## src/tetris_display_pkg.sv

```systemverilog
`default_nettype none

package tetris_display_pkg;

    //////////////////////////////////////////////////
    // Screen timing, 640x480 at one pixel per clock
    //////////////////////////////////////////////////

    localparam logic [9:0] H_ACTIVE = 10'd640;  // Visible pixels per line
    localparam logic [9:0] H_FRONT  = 10'd16;
    localparam logic [9:0] H_SYNC   = 10'd96;   // Sync pulse width
    localparam logic [9:0] H_TOTAL  = 10'd800;  // Clocks per line

    localparam logic [9:0] V_ACTIVE = 10'd480;  // Visible lines
    localparam logic [9:0] V_FRONT  = 10'd10;
    localparam logic [9:0] V_SYNC   = 10'd2;
    localparam logic [9:0] V_TOTAL  = 10'd525;  // Lines per frame

    // Sync windows, low for start <= count < end
    localparam logic [9:0] H_SYNC_START = H_ACTIVE + H_FRONT;      // 656
    localparam logic [9:0] H_SYNC_END   = H_SYNC_START + H_SYNC;   // 752
    localparam logic [9:0] V_SYNC_START = V_ACTIVE + V_FRONT;      // 490
    localparam logic [9:0] V_SYNC_END   = V_SYNC_START + V_SYNC;   // 492

    //////////////////////////////////////////////////
    // Well geometry
    //////////////////////////////////////////////////

    localparam int BOARD_COLS = 10;
    localparam int BOARD_ROWS = 20;

    localparam logic [9:0] GRID_X0    = 10'd245;  // Top-left corner of well
    localparam logic [9:0] GRID_Y0    = 10'd90;
    localparam logic [9:0] BLOCK_SIZE = 10'd15;   // Cell edge in pixels

    // First pixel past the well on each axis
    localparam logic [9:0] GRID_X1 = GRID_X0 + BLOCK_SIZE * 10'(BOARD_COLS);  // 395
    localparam logic [9:0] GRID_Y1 = GRID_Y0 + BLOCK_SIZE * 10'(BOARD_ROWS);  // 390

    // Colour codes and pipeline depth
    localparam logic [2:0] COLOR_BLACK = 3'b000;
    localparam logic [2:0] COLOR_WHITE = 3'b111;
    localparam logic [2:0] COLOR_RED   = 3'b100;

    localparam int PIXEL_LATENCY = 2;  // Position to colour, in clocks

    //////////////////////////////////////////////////
    // APB register map
    //////////////////////////////////////////////////

    localparam int APB_ADDR_W = 8;

    localparam logic [APB_ADDR_W-1:0] ROW_BASE  = 8'h00;  // Row r at ROW_BASE + 4*r
    localparam logic [APB_ADDR_W-1:0] CTRL_ADDR = 8'h50;  // Bit 0 is gameover

    // Shared types
    typedef logic [BOARD_ROWS-1:0][BOARD_COLS-1:0] board_t;  // [row][col]

    typedef struct packed {
        logic                  psel;
        logic                  penable;
        logic                  pwrite;
        logic [APB_ADDR_W-1:0] paddr;
        logic [31:0]           pwdata;
    } apb_req_t;

    typedef struct packed {
        logic [31:0] prdata;
        logic        pready;
        logic        pslverr;
    } apb_rsp_t;

    typedef struct packed {
        logic [9:0] x;
        logic [9:0] y;
        logic       active;  // Inside the visible area
    } vga_pos_t;

    typedef struct packed {
        logic hsync;   // Active low
        logic vsync;   // Active low
        logic active;
    } vga_sync_t;

    // Renderer stage-1 result
    typedef struct packed {
        logic       in_grid;
        logic       on_line;
        logic [4:0] row;
        logic [3:0] col;
        logic       active;
    } cell_info_t;

    // Sync lines idle high, picture blanked
    localparam vga_sync_t SYNC_IDLE = '{hsync: 1'b1, vsync: 1'b1, active: 1'b0};

endpackage

`default_nettype wire
```

## src/tetris_display.sv

```systemverilog
`timescale 1ns/1ps
`default_nettype none

module tetris_display (
    input  wire logic                          clk,
    input  wire logic                          reset,
    input  wire tetris_display_pkg::apb_req_t  apb_req,
    output tetris_display_pkg::apb_rsp_t       apb_rsp,
    output logic [2:0]                         rgb,
    output logic                               hsync,
    output logic                               vsync
);

    tetris_display_pkg::board_t    board;
    logic                          gameover;
    tetris_display_pkg::vga_pos_t  pos;
    tetris_display_pkg::vga_sync_t sync_raw;   // Aligned with pos
    tetris_display_pkg::vga_sync_t sync_dly;   // Aligned with rgb

    //////////////////////////////////////////////////
    // Host side
    //////////////////////////////////////////////////

    board_regs_apb u_board_regs (
        .clk      (clk),
        .reset    (reset),
        .apb_req  (apb_req),
        .apb_rsp  (apb_rsp),
        .board    (board),
        .gameover (gameover)
    );

    // Video side
    vga_timing u_vga_timing (
        .clk   (clk),
        .reset (reset),
        .pos   (pos),
        .sync  (sync_raw)
    );

    grid_renderer u_grid_renderer (
        .clk      (clk),
        .reset    (reset),
        .pos      (pos),
        .board    (board),
        .gameover (gameover),
        .rgb      (rgb)
    );

    // Match the renderer latency
    stage_delay #(
        .payload_t   (tetris_display_pkg::vga_sync_t),
        .DEPTH       (tetris_display_pkg::PIXEL_LATENCY),
        .RESET_VALUE (tetris_display_pkg::SYNC_IDLE)
    ) u_sync_delay (
        .clk   (clk),
        .reset (reset),
        .in    (sync_raw),
        .out   (sync_dly)
    );

    assign hsync = sync_dly.hsync;
    assign vsync = sync_dly.vsync;

endmodule

`default_nettype wire

```

## src/grid_renderer.sv

```systemverilog
`timescale 1ns/1ps
`default_nettype none

module grid_renderer (
    input  wire logic                          clk,
    input  wire logic                          reset,
    input  wire tetris_display_pkg::vga_pos_t  pos,
    input  wire tetris_display_pkg::board_t    board,
    input  wire logic                          gameover,
    output logic [2:0]                         rgb
);

    logic [9:0]                     off_x;    // Offset from well corner
    logic [9:0]                     off_y;
    tetris_display_pkg::cell_info_t cell_d;
    tetris_display_pkg::cell_info_t cell_q;
    logic [2:0]                     color_d;

    //////////////////////////////////////////////////
    // Stage 1, position to cell
    //////////////////////////////////////////////////

    always_comb begin
        off_x = pos.x - tetris_display_pkg::GRID_X0;  // Wraps outside the well, masked below
        off_y = pos.y - tetris_display_pkg::GRID_Y0;

        cell_d.in_grid = (pos.x >= tetris_display_pkg::GRID_X0) &&
                         (pos.x <  tetris_display_pkg::GRID_X1) &&
                         (pos.y >= tetris_display_pkg::GRID_Y0) &&
                         (pos.y <  tetris_display_pkg::GRID_Y1);

        // Cell borders, plus the closing right and bottom edges
        cell_d.on_line = (off_x % tetris_display_pkg::BLOCK_SIZE == 10'd0) ||
                         (off_y % tetris_display_pkg::BLOCK_SIZE == 10'd0) ||
                         (pos.x == tetris_display_pkg::GRID_X1 - 10'd1) ||
                         (pos.y == tetris_display_pkg::GRID_Y1 - 10'd1);

        cell_d.row    = 5'(off_y / tetris_display_pkg::BLOCK_SIZE);
        cell_d.col    = 4'(off_x / tetris_display_pkg::BLOCK_SIZE);
        cell_d.active = pos.active;
    end

    stage_delay #(
        .payload_t   (tetris_display_pkg::cell_info_t),
        .DEPTH       (1),
        .RESET_VALUE (tetris_display_pkg::cell_info_t'(0))
    ) u_cell_reg (
        .clk   (clk),
        .reset (reset),
        .in    (cell_d),
        .out   (cell_q)
    );

    //////////////////////////////////////////////////
    // Stage 2, cell to colour
    //////////////////////////////////////////////////

    always_comb begin
        if (!cell_q.active || !cell_q.in_grid) begin
            color_d = tetris_display_pkg::COLOR_BLACK;  // Blanking or outside well
        end else if (cell_q.on_line) begin
            color_d = gameover ? tetris_display_pkg::COLOR_RED
                               : tetris_display_pkg::COLOR_WHITE;
        end else if (board[cell_q.row][cell_q.col]) begin
            color_d = tetris_display_pkg::COLOR_WHITE;  // Filled cell
        end else begin
            color_d = tetris_display_pkg::COLOR_BLACK;
        end
    end

    always_ff @(posedge clk) begin
        if (reset) begin
            rgb <= tetris_display_pkg::COLOR_BLACK;
        end else begin
            rgb <= color_d;
        end
    end

endmodule

`default_nettype wire

```

## src/board_regs_apb.sv

```systemverilog
`timescale 1ns/1ps
`default_nettype none

module board_regs_apb (
    input  wire logic                          clk,
    input  wire logic                          reset,
    input  wire tetris_display_pkg::apb_req_t  apb_req,
    output tetris_display_pkg::apb_rsp_t       apb_rsp,
    output tetris_display_pkg::board_t         board,
    output logic                               gameover
);

    tetris_display_pkg::board_t rows_q;   // One register per playfield row
    logic                       gameover_q;

    logic                                          access;    // APB access phase
    logic                                          aligned;
    logic [tetris_display_pkg::APB_ADDR_W-1:0]     row_addr;  // Offset from row base
    logic [4:0]                                    row_idx;
    logic                                          is_row;
    logic                                          is_ctrl;
    logic                                          addr_ok;

    //////////////////////////////////////////////////
    // Address decode
    //////////////////////////////////////////////////

    always_comb begin
        access   = apb_req.psel && apb_req.penable;
        aligned  = (apb_req.paddr[1:0] == 2'b00);  // Word addresses only
        row_addr = apb_req.paddr - tetris_display_pkg::ROW_BASE;
        row_idx  = row_addr[6:2];
        is_row   = aligned &&
                   (row_addr[tetris_display_pkg::APB_ADDR_W-1:2] <
                    tetris_display_pkg::BOARD_ROWS);
        is_ctrl  = (apb_req.paddr == tetris_display_pkg::CTRL_ADDR);
        addr_ok  = is_row || is_ctrl;
    end

    // Write path, ignored on error
    always_ff @(posedge clk) begin
        if (reset) begin
            rows_q     <= '0;
            gameover_q <= 1'b0;
        end else if (access && apb_req.pwrite && addr_ok) begin
            if (is_row) begin
                // Only the column bits are stored
                rows_q[row_idx] <= apb_req.pwdata[tetris_display_pkg::BOARD_COLS-1:0];
            end else begin
                gameover_q <= apb_req.pwdata[0];
            end
        end
    end

    //////////////////////////////////////////////////
    // Read path and response
    //////////////////////////////////////////////////

    always_comb begin
        if (is_row) begin
            apb_rsp.prdata = 32'(rows_q[row_idx]);  // Upper bits zero
        end else if (is_ctrl) begin
            apb_rsp.prdata = {31'd0, gameover_q};
        end else begin
            apb_rsp.prdata = 32'd0;
        end
        apb_rsp.pready  = 1'b1;                 // No wait states
        apb_rsp.pslverr = access && !addr_ok;   // Unmapped or misaligned
    end

    assign board    = rows_q;
    assign gameover = gameover_q;

endmodule

`default_nettype wire

```

## src/vga_timing.sv

```systemverilog
`timescale 1ns/1ps
`default_nettype none

module vga_timing (
    input  wire logic                          clk,
    input  wire logic                          reset,
    output tetris_display_pkg::vga_pos_t       pos,
    output tetris_display_pkg::vga_sync_t      sync
);

    logic [9:0] h_count;   // Pixel within line
    logic [9:0] v_count;   // Line within frame
    logic [9:0] h_next;
    logic [9:0] v_next;
    logic       hsync_q;
    logic       vsync_q;
    logic       active_q;

    //////////////////////////////////////////////////
    // Next counter values
    //////////////////////////////////////////////////

    always_comb begin
        h_next = h_count + 10'd1;
        v_next = v_count;
        if (h_count == tetris_display_pkg::H_TOTAL - 10'd1) begin
            h_next = 10'd0;  // End of line
            if (v_count == tetris_display_pkg::V_TOTAL - 10'd1) begin
                v_next = 10'd0;  // End of frame
            end else begin
                v_next = v_count + 10'd1;
            end
        end
    end

    // Decode from the next values so the flags
    // land in the same cycle as their counters
    always_ff @(posedge clk) begin
        if (reset) begin
            h_count  <= 10'd0;
            v_count  <= 10'd0;
            hsync_q  <= 1'b1;   // Position (0,0) lies outside both pulses
            vsync_q  <= 1'b1;
            active_q <= 1'b1;   // and inside the picture
        end else begin
            h_count  <= h_next;
            v_count  <= v_next;
            hsync_q  <= !((h_next >= tetris_display_pkg::H_SYNC_START) &&
                          (h_next <  tetris_display_pkg::H_SYNC_END));
            vsync_q  <= !((v_next >= tetris_display_pkg::V_SYNC_START) &&
                          (v_next <  tetris_display_pkg::V_SYNC_END));
            active_q <= (h_next < tetris_display_pkg::H_ACTIVE) &&
                        (v_next < tetris_display_pkg::V_ACTIVE);
        end
    end

    //////////////////////////////////////////////////
    // Outputs, all straight from registers
    //////////////////////////////////////////////////

    always_comb begin
        pos.x       = h_count;
        pos.y       = v_count;
        pos.active  = active_q;
        sync.hsync  = hsync_q;
        sync.vsync  = vsync_q;
        sync.active = active_q;  // Rides along with sync for blanking
    end

endmodule

`default_nettype wire

```

## src/stage_delay.sv

```systemverilog
`timescale 1ns/1ps
`default_nettype none

module stage_delay #(
    parameter type      payload_t   = logic,
    parameter int       DEPTH       = 1,     // At least 1
    parameter payload_t RESET_VALUE = '0
) (
    input  wire logic     clk,
    input  wire logic     reset,
    input  wire payload_t in,
    output payload_t      out
);

    payload_t pipe [DEPTH];  // pipe[0] is the youngest

    always_ff @(posedge clk) begin
        if (reset) begin
            for (int i = 0; i < DEPTH; i++) begin
                pipe[i] <= RESET_VALUE;
            end
        end else begin
            pipe[0] <= in;
            for (int i = 1; i < DEPTH; i++) begin
                pipe[i] <= pipe[i-1];  // Shift one stage per clock
            end
        end
    end

    assign out = pipe[DEPTH-1];

endmodule

`default_nettype wire

```

## config.mk

```make
export PLATFORM = sky130hd
export DESIGN_NAME = tetris_display
export DESIGN_NICKNAME = d
export VERILOG_FILES = /design/src/tetris_display_pkg.sv /design/src/tetris_display.sv /design/src/grid_renderer.sv /design/src/board_regs_apb.sv /design/src/vga_timing.sv /design/src/stage_delay.sv
export SDC_FILE = /design/constraint.sdc
export NUM_CORES = 1
export LEC_CHECK = 0
export ABC_AREA = 1
export CORE_MARGIN = 3
export CORE_UTILIZATION = 25
export DETAILED_ROUTE_END_ITERATION = 6
export DONT_BUFFER_PORTS = 1
export GPL_ROUTABILITY_DRIVEN = 1
export HOLD_SLACK_MARGIN = 0.02
export MAX_ROUTING_LAYER = met4
export SLEW_MARGIN = 0
export SYNTH_ARGS = -nofsm -noshare
export SYNTH_HDL_FRONTEND = slang
export SYNTH_HIERARCHICAL = 1
export SYNTH_SLANG_ARGS = --single-unit
```

## constraint.sdc

```tcl
create_clock -name clk -period 4.8 [get_ports clk]
set_clock_uncertainty 0.15 [all_clocks]
set_input_delay 0.24 -clock clk [delete_from_list [all_inputs] [get_ports clk]]
set_output_delay 0.24 -clock clk [all_outputs]
set_load 0.05 [all_outputs]
```

======== Word level (Yosys, flattened, before mapping) ========
Memory sizes are Yosys's and may differ from the RTL's.
Cells that the tools add are included.
storage, ports and cells
  register bits after elaboration ......... 227
  RAM bits ................................ 18
  logic and storage cells ................. 113
  memories ................................ 2
operators by class
  add/subtract/negate cells ............... 4
  divide/modulo/power cells ............... 4
  magnitude comparators ................... 15
  equal/unequal tests ..................... 5
  multiplexer cells ....................... 24
  bitwise operators ....................... 3
  reductions and logical operators ........ 29
memory list
  name                             depth  bits a word  rd ports  clocked after Yosys merged registers in  wr ports  line               source
  u_grid_renderer.u_cell_reg.pipe  1      12           1         0                                        1         stage_delay.sv:15  payload_t pipe [DEPTH];
  u_sync_delay.pipe                2      3            2         0                                        2         stage_delay.sv:15
operators by type and width
  kind                     count
  $bwmux W200              1
  $bmux W10 S5             2
  $mux W10                 6
  $demux W10 S5            1
  $lt A10 B9 Y1 const B    4
  $mux W32                 1
  $add A10 B1 Y10 const B  2
  $div A10 B4 Y10 const B  2
  $eq A10 B10 Y1 const B   2
  $eq A10 B9 Y1 const B    2
  $logic_not A10 Y1        2
  $lt A10 B10 Y1 const B   2
  $mod A10 B4 Y10 const B  2
  $logic_and A1 B1 Y1      12
  $lt A5 B6 Y1 const B     2
  $mux W12                 1
  $mux W3                  4
  $reduce_or A12 Y1        1
  $ge A10 B10 Y1 const B   1
  $ge A10 B7 Y1 const B    1
  $ge A10 B8 Y1 const B    1
  $ge A10 B9 Y1 const B    1
  $sub A10 B7 Y10 const B  1
  $sub A10 B8 Y10 const B  1
  14 further kinds         29

======== Longest topological paths before layout ========
Gate-level depths: netlist of the first run.
  depth in word-level cells ............... 7
  depth in mapped cells ................... 45

======== By module ========
Netlist of the first run, hierarchy kept.
by module, submodules not included
  module                                     instances  cells an instance  area an instance (um2)  sequential area each (um2)
  board_regs_apb                             1          1,386              9,389.0                 4,023.9
  grid_renderer                              1          842                4,351.7                 40.0
  vga_timing                                 1          211                1,423.9                 460.4
  stage_delay at u_grid_renderer.u_cell_reg  1          37                 341.6                   240.2
  stage_delay at u_sync_delay                1          22                 191.4                   120.1

======== Least setup slack after synthesis of the first run ========
Ideal clock, no wire load.
  kind .................................... reg2reg
  start point ............................. register u_vga_timing.v_count[1]
  end point ............................... memory u_grid_renderer/u_cell_reg/pipe[0][10] (netlist bit)
  setup time .............................. 0.064 ns
  data arrival time ....................... 4.675 ns
  data required time ...................... 4.586 ns
  path slack .............................. -0.089 ns
  cell stages (with the launch flop) ...... 42
  buffers on the path ..................... 0
  path through ............................ dfxtp_1 > inv_2 > ha_1 > inv_1 > nand3_1 > nand2_1 > nand2_1 > nand2_1 > nand2_2 > nor2_2 > nand3_4 > nand4_2 > nand2_1 > nand2_2 > nand2_2 > nor2_2 > nand2_4 > nand3_2 > [6 not listed] > inv_1 > ha_1 > nand2_1 > nand3b_1 > nand2_2 > clkinv_4 > nand2_8 > nand2_2 > nand2_2 > ha_1 > or2_2 > nor3_1 > nand2_1 > nor2_1 > nand2_1 > nand3_1 > inv_1 > nor2_1
RTL lines
  what                    line               source
  from (decl)             vga_timing.sv:12   logic [9:0] v_count;
  from (signal assigned)  vga_timing.sv:47   v_count <= v_next;
  to (decl)               stage_delay.sv:15

==> results of run 1 <==
-- worst paths after layout --
path	startpoint	to	cells past startpoint
setup reg to reg	u_vga_timing/v_count[1]$_SDFF_PP0_	u_grid_renderer/u_cell_reg/pipe[0][10]$_SDFF_PP0_	43
setup / recovery	u_vga_timing/v_count[1]$_SDFF_PP0_	u_grid_renderer/u_cell_reg/pipe[0][10]$_SDFF_PP0_	43
hold reg to reg	u_vga_timing/active_q$_SDFF_PP1_	u_grid_renderer/u_cell_reg/pipe[0][0]$_SDFF_PP0_	2
hold / removal	reset	u_board_regs/board[115]$_SDFFE_PP0P_	3
-- worst min-delay path: stages --
cell and delay (ns):
sky130_fd_sc_hd__inv_4 0.26, sky130_fd_sc_hd__o21ai_0 0.18, sky130_fd_sc_hd__a21oi_1 0.05
-- through the flow --
stage	hold slack, ns	TNS (ns)	total power [mW]	area, um2	std cells
final	0.0797	0	4.87	17900	3318
after global routing	0.0993	-0.166	5.05	17900	3318
after CTS	0.0607	0	4.86	17500	3294
after detailed placement	0.168	-0.000381	2.61	16300	3224
after global placement	0.168	0	2.61	16300	3224
after floorplan	0.161	0	2.52	15700	2511
-- sequential cells by signal, summed over array words and instances, names as in the netlist --
signal,cells
u_vga_timing/active_q,1
u_sync_delay/pipe,4
u_vga_timing/hsync_q,1
u_grid_renderer/rgb,2
u_vga_timing/v_count,10
u_vga_timing/h_count,10
u_board_regs/gameover,1
u_grid_renderer/u_cell_reg/pipe,12
u_vga_timing/vsync_q,1
u_board_regs/board,200
-- power by group --
group / internal, mW / switching [mW]
sequential: 2.02 / 0.0151
combinational: 0.185 / 0.458
clock: 1.26 / 0.934
-- cell type report --
| type | instances | area [um2] |
|---|---|---|
| clock buffers | 39 | 792 |
| diodes | 3 | 7.51 |
| inverters | 326 | 1230 |
| repair buffers | 90 | 754 |
| fillers | 6803 | 43900 |
| clock inverters | 12 | 130 |
| flip-flops and latches | 242 | 4860 |
| well taps | 837 | 1050 |
| multi-input cells | 1769 | 9100 |
-- repair_timing --
| action | in CTS | in global routing |
|---|---|---|
| cloned | 0 | 0 |
| resized for setup | 9 | 83 |
| endpoints found under the hold margin | 242 | 0 |
| endpoints found under the setup margin | 1 | 2 |
| buffers inserted | 3 | 21 |
| pin swaps | 5 | 44 |
| hold buffers | 16 | 0 |
-- routing by layer --
| layer | part of all wire (%) | global-route usage, % |
|---|---|---|
| met1 | 44 | 20.7 |
| met2 | 44 | 22.9 |
| met3 | 9.3 | 3.17 |
| met4 | 2.3 | 3.52 |
| met5 | 0 | - |
==> out/metrics.yaml, run 1 <==
run_status:
  outcome: "completed"
floorplan:
  io_pins: 84
  starting_density_of_the_core_pct: 25.3
  die_h_um: 256
  core-area_um2: 61800
  rows: 91
  area_of_the_die_um2: 65500
  fp.dieW_um: 256
sta:
  max-slew-margin-rel_pct: 22.1
  worst_slew_pin_slew_ns: 1.16
  finalHoldViolCount: 0
  timing.final.crit_share_pct: 95.4
  period_needed_ns: 4.58
  final_max_slew_viol_count: 0
  setup_viol_count_final: 0
  fmaxAchievable_ghz: 0.218
  finalWorstSetupSlack_ns: 0.221
  grt_setup_unrepaired: "yes"
placed_design:
  io_buffers: 0
  dp_hpwl_um: 32300
  detailedPlace.worstSlack_ns: -0.000381
  place.gp.congestion: 0.863
finish:
  final_cell_mix: "sky130_fd_sc_hd__nand2_1 (388), sky130_fd_sc_hd__nor2_1 (378), sky130_fd_sc_hd__o21ai_0 (322), sky130_fd_sc_hd__inv_1 (285), sky130_fd_sc_hd__dfxtp_1 (228)"
  final_design_utilization_pct: 29.0
  post_route_cells_drive_above_1_share_pct: 14.0
  commonest_non_fill_non_tap_cell_in_the_layout: "sky130_fd_sc_hd__nand2_1"
  area_growth_from_synthesis_to_layout_pct: 14.8
  fin_nets: 2517
setup_path:
  timing.critical_path.buf_inv: 7
  timing.critical_path.to_type: "flop"
  cp.arrival_ns: 4.92
  worst-r2r-setup-slack_ns: 0.22
  max_stage_delay_ns: 0.34
  path_delay_family: "simple AND/OR/NAND/NOR gates"
  critPathKind: "flop to flop"
  critPathRequiredTime_ns: 5.14
  crit_path_max_fanout: 4
  crit_slowest_cell: "sky130_fd_sc_hd__dfxtp_2"
  timing.critical_path.from_type: "flop"
  critical-path-top-cell-by-count: "sky130_fd_sc_hd__nand2_4"
run:
  timing.max_cap.violations: 0
clock_network:
  tritoncts_num_sinks: 242
  clock_tree.root_cell: "sky130_fd_sc_hd__clkbuf_16"
  max_root_sink_buffers: 3
  clkSlewWorstSetupHoldPaths_ns: 0.06
  tritoncts_clock_tree: "done"
  insertion_delay_ns: 0.58
  cts_made_buffers: 28
  cts_htree_levels: 1
route:
  routed_wirelength_um: 51900
  drc: 0
  drtAntennaViolNets: 0
  wl_per_cell_um: 15.6
  routed-via-count: 15886
  dr_iter_0_viols: 1442
  drt-pass1-iter-count: 5
  post_drt_via_cell_ratio: 4.79
global_route:
  antenna_found_initial: 4
  vias_in_the_first_global_route: 13877
  grtUsageTotal_pct: 15.2
  gr-total-overflow: 0
  grt_first_pass_wirelength_um: 78800
  maximum_number_of_pins_on_one_net_before_global_route_repair: 95
worst_hold_path:
  min_path_type: "primary input to flop"
logic_synthesis:
  synth_cells: 2490
  yosysWarnings: 6
  syn-mean-instance-area_um2: 6.28
  syn-cell-area_um2: 15600
power_and_ir_drop:
  leakagePower_nw: 7.01
  powerDensity_nw_per_um2: 272
  vdd_ir_drop_max_mv: 0.230
Note: power is estimated with default switching activity, not from simulation.
==> run 2: changes to the inputs <==
--- a/config.mk
+++ b/config.mk
@@ -7,12 +7,11 @@
 export LEC_CHECK = 0
 export ABC_AREA = 1
 export CORE_MARGIN = 3
-export CORE_UTILIZATION = 25
+export CORE_UTILIZATION = 50
 export DETAILED_ROUTE_END_ITERATION = 6
 export DONT_BUFFER_PORTS = 1
 export GPL_ROUTABILITY_DRIVEN = 1
-export HOLD_SLACK_MARGIN = 0.02
-export MAX_ROUTING_LAYER = met4
+export PLACE_DENSITY = 0.68
 export SLEW_MARGIN = 0
 export SYNTH_ARGS = -nofsm -noshare
 export SYNTH_HDL_FRONTEND = slang
==> run 2 against run 1 <==
The flow now finishes with violations (design-rule violations). Critical path depth is the same. Total power up 2.6%. Worst setup slack got worse by 0.036 ns. Fmax decreased by 0.78%. Clock power increased by 5%. First-iteration DRC count is 8.9% higher. Register-to-register slack got worse by 0.04 ns. Global-route usage rose by 13 points. Sequential power about the same. Worst hold slack worse by 0.057 ns. Cell area decreased by 1.8%. Count of clock-buffer cells in the layout decreased by 3.
==> out/metrics.yaml, run 2 (synthesized netlist as in run 1, its figures left out) <==
global_route:
  vias_in_the_first_global_route: 15204  # +9.6%
  maximum_number_of_pins_on_one_net_before_global_route_repair: 84  # -12%
  antenna_found_initial: 2  # -2
  grt_first_pass_wirelength_um: 78500  # -0.43%
  grtUsageTotal_pct: 28.6  # +13 points
  gr-total-overflow: 0  # unchanged
worst_hold_path:
  min_path_type: "primary input to flop"
setup_path:
  max_stage_delay_ns: 0.35  # about the same
  worst_r2r_path_depth: 43  # unchanged
  worst-r2r-setup-slack_ns: 0.19  # -0.04 ns
  crit_path_max_fanout: 4  # unchanged
  reg2reg_from: "u_vga_timing/v_count[2]$_SDFF_PP0_"
  crit_start: "u_vga_timing/v_count[2]$_SDFF_PP0_"
  critPathKind: "flop to flop"
  timing.critical_path.from_type: "flop"
  critPathRequiredTime_ns: 5.13  # about the same
  cp-endpoint: "u_grid_renderer/u_cell_reg/pipe[0][10]$_SDFF_PP0_"
  worst_r2r_endpoint: "u_grid_renderer/u_cell_reg/pipe[0][10]$_SDFF_PP0_"
  crit_slowest_cell: "sky130_fd_sc_hd__dfxtp_2"
  cp.arrival_ns: 4.94  # +0.02 ns
  timing.critical_path.to_type: "flop"
clock_network:
  tritoncts_num_sinks: 242  # unchanged
  cts_made_buffers: 28  # unchanged
  tritoncts_clock_tree: "done"
  clock_tree.root_cell: "sky130_fd_sc_hd__clkbuf_16"
  cts_htree_levels: 1  # unchanged
  max_root_sink_buffers: 3  # unchanged
  clkSlewWorstSetupHoldPaths_ns: 0.06  # about the same
  insertion_delay_ns: 0.56  # -0.02 ns
placed_design:
  io_buffers: 0  # unchanged
  dp_hpwl_um: 31700  # -1.8%
  place.gp.congestion: 0.913  # +5.8%
  placedInstanceArea_um2: 15700  # -3.6%
finish:
  commonest_non_fill_non_tap_cell_in_the_layout: "sky130_fd_sc_hd__nand2_1"
  fin_nets: 2524  # +0.28%
  postLayoutCellArea_um2: 17600  # -1.8%
  area_growth_from_synthesis_to_layout_pct: 12.7
  largest_register_ffs: 200  # unchanged
  sequential_cell_area_um2: 4870  # about the same
  multi_input_comb_area_um2: 9210  # +1.2%
  fill_cells: 2946  # -57%
  final_cell_mix: "sky130_fd_sc_hd__nand2_1 (390), sky130_fd_sc_hd__nor2_1 (373), sky130_fd_sc_hd__o21ai_0 (322), sky130_fd_sc_hd__inv_1 (283), sky130_fd_sc_hd__dfxtp_1 (229)"
  post_route_cells_drive_above_1_share_pct: 14.7  # +0.73 points
route:
  routed-via-count: 16163  # +1.7%
  routed_wirelength_um: 50400  # -2.9%
  wl_per_cell_um: 17.5  # +12%
  drt-pass1-iter-count: 7  # +2
  drtAntennaViolNets: 0  # unchanged
  dr_iter_0_viols: 1570  # +8.9%
  drc: 4  # +4
  post_drt_via_cell_ratio: 5.60  # +17%
sta:
  worst_slew_pin_slew_ns: 1.16  # -0.00837 ns
  timing.final.crit_share_pct: 96.1  # +0.75 points
  final_max_slew_viol_count: 0  # unchanged
  setup_viol_count_final: 0  # unchanged
  fmaxAchievable_ghz: 0.217  # -0.78%
  max-slew-margin-rel_pct: 22.7  # +0.56 points
  period_needed_ns: 4.61  # +0.0359 ns
  finalHoldViolCount: 0  # unchanged
  worst_hold_slack_ns: 0.0225  # -0.0572 ns
run:
  timing.max_cap.violations: 0  # unchanged
power_and_ir_drop:
  powerDensity_nw_per_um2: 284  # +4.5%
  vdd_ir_drop_max_mv: 0.250  # +8.8%
  leakagePower_nw: 7.09  # +1.3%
run_status:
  outcome: "finished, violations left"
  violations: "design-rule violations"
floorplan:
  core-area_um2: 30700  # -50%
  fp.dieW_um: 183  # -29%
  die_h_um: 183  # -29%
  starting_density_of_the_core_pct: 51.0  # +26 points
  rows: 64  # -30%
  io_pins: 84  # unchanged
  area_of_the_die_um2: 33400  # -49%
-- run 2: layout make-up --
class                      instances  area share, %
inverter                         326           7.06
antenna                            3         0.0426
clock inverter                    15           1.26
timing repair buffer              97           4.46
tap                              396           2.81
multi-input combinational       1769           52.3
sequential                       242           27.6
clock buffer                      36           4.43
-- run 2: worst min-delay path by stage --
stage | start | endpoint | slack, ns | cells after the start
2_1_floorplan | reset | u_grid_renderer/u_cell_reg/pipe[0][11]$_SDFF_PP0_ | 0.16 | 1
3_3_place_gp | reset | u_grid_renderer/u_cell_reg/pipe[0][5]$_SDFF_PP0_ | 0.16 | 1
3_5_place_dp | reset | u_grid_renderer/u_cell_reg/pipe[0][5]$_SDFF_PP0_ | 0.16 | 1
4_1_cts | apb_req[32] | u_board_regs/gameover$_SDFFE_PP0P_ | 0.01 | 5
5_1_grt | apb_req[32] | u_board_regs/gameover$_SDFFE_PP0P_ | 0.07 | 5
6_report | apb_req[32] | u_board_regs/gameover$_SDFFE_PP0P_ | 0.02 | 5
-- run 2: power breakdown --
| group | internal, mW | switching, mW | leakage, nW |
|---|---|---|---|
| clock | 1.42 | 0.895 | 0.494 |
| sequential | 2.02 | 0.0174 | 1.96 |
| combinational | 0.189 | 0.461 | 4.64 |
-- run 2: metal layers --
metal	wire length (um)	GRT usage (%)
met4	2070	12.0
met3	4160	4.34
met5	0	0
met2	23800	49.0
met1	20400	35.9
-- run 2: timing repair --
action / in CTS / in global routing
gates resized for setup: 17 / 98
hold buffers: 16 / 0
pin swaps: 13 / 57
setup endpoints to repair: 1 / 3
endpoints found under the hold margin: 242 / 0
setup buffers: 10 / 24
-- run 2: critical path, delay by kind of cell, from the launching register on --
family / cells / cell delay [ns]
buf+inv: 6 / 0.30
compound gates: 4 / 0.50
flops: 1 / 0.35
fa+ha+maj: 3 / 0.53
simple gates: 30 / 2.71
-- run 2: per-stage QoR --
stage	TNS [ns]	std cells	setup slack, ns	util, %	total power [mW]
floorplan	0	2511	0.0441	-	2.52
global placement	0	2781	0.0455	51.2	2.60
detailed placement	-0.105	2781	-0.105	51.2	2.61
CTS	0	2858	0.00857	55.5	4.94
global route	-0.0810	2883	-0.0810	57.4	5.15
finish	0	2884	0.185	57.4	5.00
==> run 3: changes to the inputs <==
--- a/config.mk
+++ b/config.mk
@@ -11,6 +11,7 @@
 export DETAILED_ROUTE_END_ITERATION = 6
 export DONT_BUFFER_PORTS = 1
 export GPL_ROUTABILITY_DRIVEN = 1
+export MAX_ROUTING_LAYER = met4
 export PLACE_DENSITY = 0.68
 export SLEW_MARGIN = 0
 export SYNTH_ARGS = -nofsm -noshare
==> run 3 against run 2 <==
The run now ends clean. Sequential share of layout area up 0.16 points. Cell area down 0.72%. Worst setup slack worse by 0.029 ns. Count of clock-buffer cells in the layout up 2. Final cell count down 0.35%. Critical path depth down 2. Fmax down 0.62%. Die area unchanged. Flip-flop and latch count unchanged. First-iteration DRC count down 1.4%. Non-clock buffer count down 6. Global-route usage up 0.89 points. Largest power group unchanged.
==> out/metrics.yaml, run 3 (synthesized netlist as in run 1, its figures left out) <==
setup_path:
  crit_path_max_fanout: 4  # unchanged
  timing.critical_path.buf_inv: 7  # +1
  timing.critical_path.from_type: "flop"
  path_delay_family: "simple AND/OR/NAND/NOR gates"
  cp.depth: 41  # -4.7%
  max_stage_delay_ns: 0.35  # about the same
  timing.critical_path.to_type: "flop"
  crit_slowest_cell: "sky130_fd_sc_hd__dfxtp_2"
  worst_r2r_path_depth: 41  # -4.7%
  cp.arrival_ns: 4.97  # +0.03 ns
  critPathRequiredTime_ns: 5.13  # about the same
  critical-path-top-cell-by-count: "sky130_fd_sc_hd__nand2_2"
  critPathKind: "flop to flop"
  worst-r2r-setup-slack_ns: 0.16  # -0.03 ns
power_and_ir_drop:
  powerDensity_nw_per_um2: 289  # +1.6%
  internal_power_mw: 3.68  # +1.5%
  vdd_ir_drop_max_mv: 0.254  # +1.7%
  pwr-share-clk_pct: 46.6  # +0.3 points
  leakagePower_nw: 7.07  # -0.35%
  p_total_mw: 5.05  # +0.91%
  comb_power_share_pct: 12.9  # about the same
  netSwitchingFraction_pct: 27.1  # -0.41 points
  net-switching-power_mw: 1.37  # -0.60%
  relative_contribution_of_sequential_cells_to_total_power_pct: 40.5  # -0.2 points
finish:
  final-instance-count-excl-fill: 2874  # -0.35%
  final_design_utilization_pct: 57.0  # -0.41 points
  area_growth_from_synthesis_to_layout_pct: 11.9
  largest_register_ffs: 200  # unchanged
  post_route_cells_drive_above_1_share_pct: 13.9  # -0.79 points
  final_cell_mix: "sky130_fd_sc_hd__nand2_1 (391), sky130_fd_sc_hd__nor2_1 (377), sky130_fd_sc_hd__o21ai_0 (322), sky130_fd_sc_hd__inv_1 (283), sky130_fd_sc_hd__dfxtp_1 (232)"
  fin_nets: 2517  # -0.28%
  postLayoutCellArea_um2: 17500  # -0.72%
  commonest_non_fill_non_tap_cell_in_the_layout: "sky130_fd_sc_hd__nand2_1"
sta:
  finalWorstSetupSlack_ns: 0.156  # -0.0290 ns
  fmaxAchievable_ghz: 0.215  # -0.62%
  max-slew-margin-rel_pct: 20.3  # -2.4 points
  worst_hold_slack_ns: 0.0274  # +0.00486 ns
  finalHoldViolCount: 0  # unchanged
  period_needed_ns: 4.64  # +0.0290 ns
  setup_viol_count_final: 0  # unchanged
  tns_ns: 0  # unchanged
  final_max_slew_viol_count: 0  # unchanged
  timing.final.crit_share_pct: 96.7  # +0.60 points
  worst_slew_pin_slew_ns: 1.19  # +0.0358 ns
  grt_setup_unrepaired: "yes"
route:
  drt-pass1-iter-count: 6  # -1
  post_drt_via_cell_ratio: 5.62  # +0.29%
  drc: 0  # -4
  wl_per_cell_um: 17.4  # -0.33%
  routed_wirelength_um: 50100  # -0.68%
  routed-via-count: 16154  # -0.056%
  dr_iter_0_viols: 1548  # -1.4%
  drtAntennaViolNets: 0  # unchanged
floorplan:
  io_pins: 84  # unchanged
  die_h_um: 183  # unchanged
  starting_density_of_the_core_pct: 51.0  # unchanged
  rows: 64  # unchanged
  core-area_um2: 30700  # unchanged
  fp.dieW_um: 183  # unchanged
  area_of_the_die_um2: 33400  # unchanged
global_route:
  grt_first_pass_wirelength_um: 77600  # -1.1%
  vias_in_the_first_global_route: 14715  # -3.2%
  maximum_number_of_pins_on_one_net_before_global_route_repair: 91  # +8.3%
  grtUsageTotal_pct: 29.5  # +0.89 points
  gr-total-overflow: 0  # unchanged
  antenna_found_initial: 4  # +2
run_status:
  outcome: "completed"
placed_design:
  dp_hpwl_um: 31300  # -1.4%
  detailedPlace.worstSlack_ns: -0.0860  # +0.0189 ns
  placedInstanceArea_um2: 15700  # +0.11%
  dp_cells: 2780  # -0.036%
  io_buffers: 0  # unchanged
  place.gp.congestion: 0.927  # +1.5%
clock_network:
  cts_made_buffers: 27  # -3.6%
  insertion_delay_ns: 0.56  # about the same
  cts_htree_levels: 1  # unchanged
  tritoncts_clock_tree: "done"
  max_root_sink_buffers: 3  # unchanged
  clkSlewWorstSetupHoldPaths_ns: 0.06  # about the same
  clock_tree.root_cell: "sky130_fd_sc_hd__clkbuf_16"
  tritoncts_num_sinks: 242  # unchanged
worst_hold_path:
  hold_path_stages: 5  # unchanged
  min_path_type: "primary input to flop"
run:
  timing.max_cap.violations: 0  # unchanged
run 3: changes by cell type in the layout (fill, tap and decap cells not counted), moves of 4 or more:
cell                       before  now
sky130_fd_sc_hd__buf_4         79   70
sky130_fd_sc_hd__clkinv_2       7    2
sky130_fd_sc_hd__inv_2         32   36
sky130_fd_sc_hd__nand3_2       17   21
sky130_fd_sc_hd__nor2_1       373  377
run 3: routing by layer:
layer,global-route usage (%),up-vias,wire (um)
met5,-,-,0
met4,12.3,0,2150
met3,5.39,168,4470
met2,47.4,709,23300
met1,36.6,7359,20200
li1,-,7918,-
run 3: final timing paths:
check | from | endpoint
max reg2reg | u_vga_timing/v_count[1]$_SDFF_PP0_ | u_grid_renderer/u_cell_reg/pipe[0][10]$_SDFF_PP0_
max | u_vga_timing/v_count[1]$_SDFF_PP0_ | u_grid_renderer/u_cell_reg/pipe[0][10]$_SDFF_PP0_
min | apb_req[32] | u_board_regs/gameover$_SDFFE_PP0P_
min reg2reg | u_vga_timing/active_q$_SDFF_PP1_ | u_grid_renderer/u_cell_reg/pipe[0][0]$_SDFF_PP0_
run 3: cell type report:
type / instances / area (um2)
antenna: 2 / 5.00
clock inverter: 10 / 208
sequential: 242 / 4860
tap: 396 / 495
fill: 2991 / 13200
multi-input combinational: 1769 / 9100
inverter: 326 / 1230
timing repair buffer: 91 / 782
clock buffer: 38 / 797
run 3: power by group through the flow:
stage               registers (mW)  logic [mW]  clock network, mW
floorplan                     2.08       0.443                  0
global placement              2.08       0.515                  0
detailed placement            2.08       0.526                  0
CTS                           2.04       0.576               2.38
global route                  2.04       0.702               2.45
finish                        2.04       0.651               2.35
run 3: tightest hold or removal path: stages:
cell	delay [ns]
sky130_fd_sc_hd__nor2_1	0.02
sky130_fd_sc_hd__nand2_1	0.16
sky130_fd_sc_hd__nor2_1	0.10
sky130_fd_sc_hd__nand3_1	0.09
sky130_fd_sc_hd__a21oi_1	0.07
run 3: repair_timing:
item | in CTS | in global routing
resized for setup | 13 | 76
pin swaps | 8 | 57
buffers inserted | 5 | 23
setup endpoints to repair | 1 | 2
cloned | 0 | 0
hold buffers | 16 | 0
endpoints found under the hold margin | 242 | 0
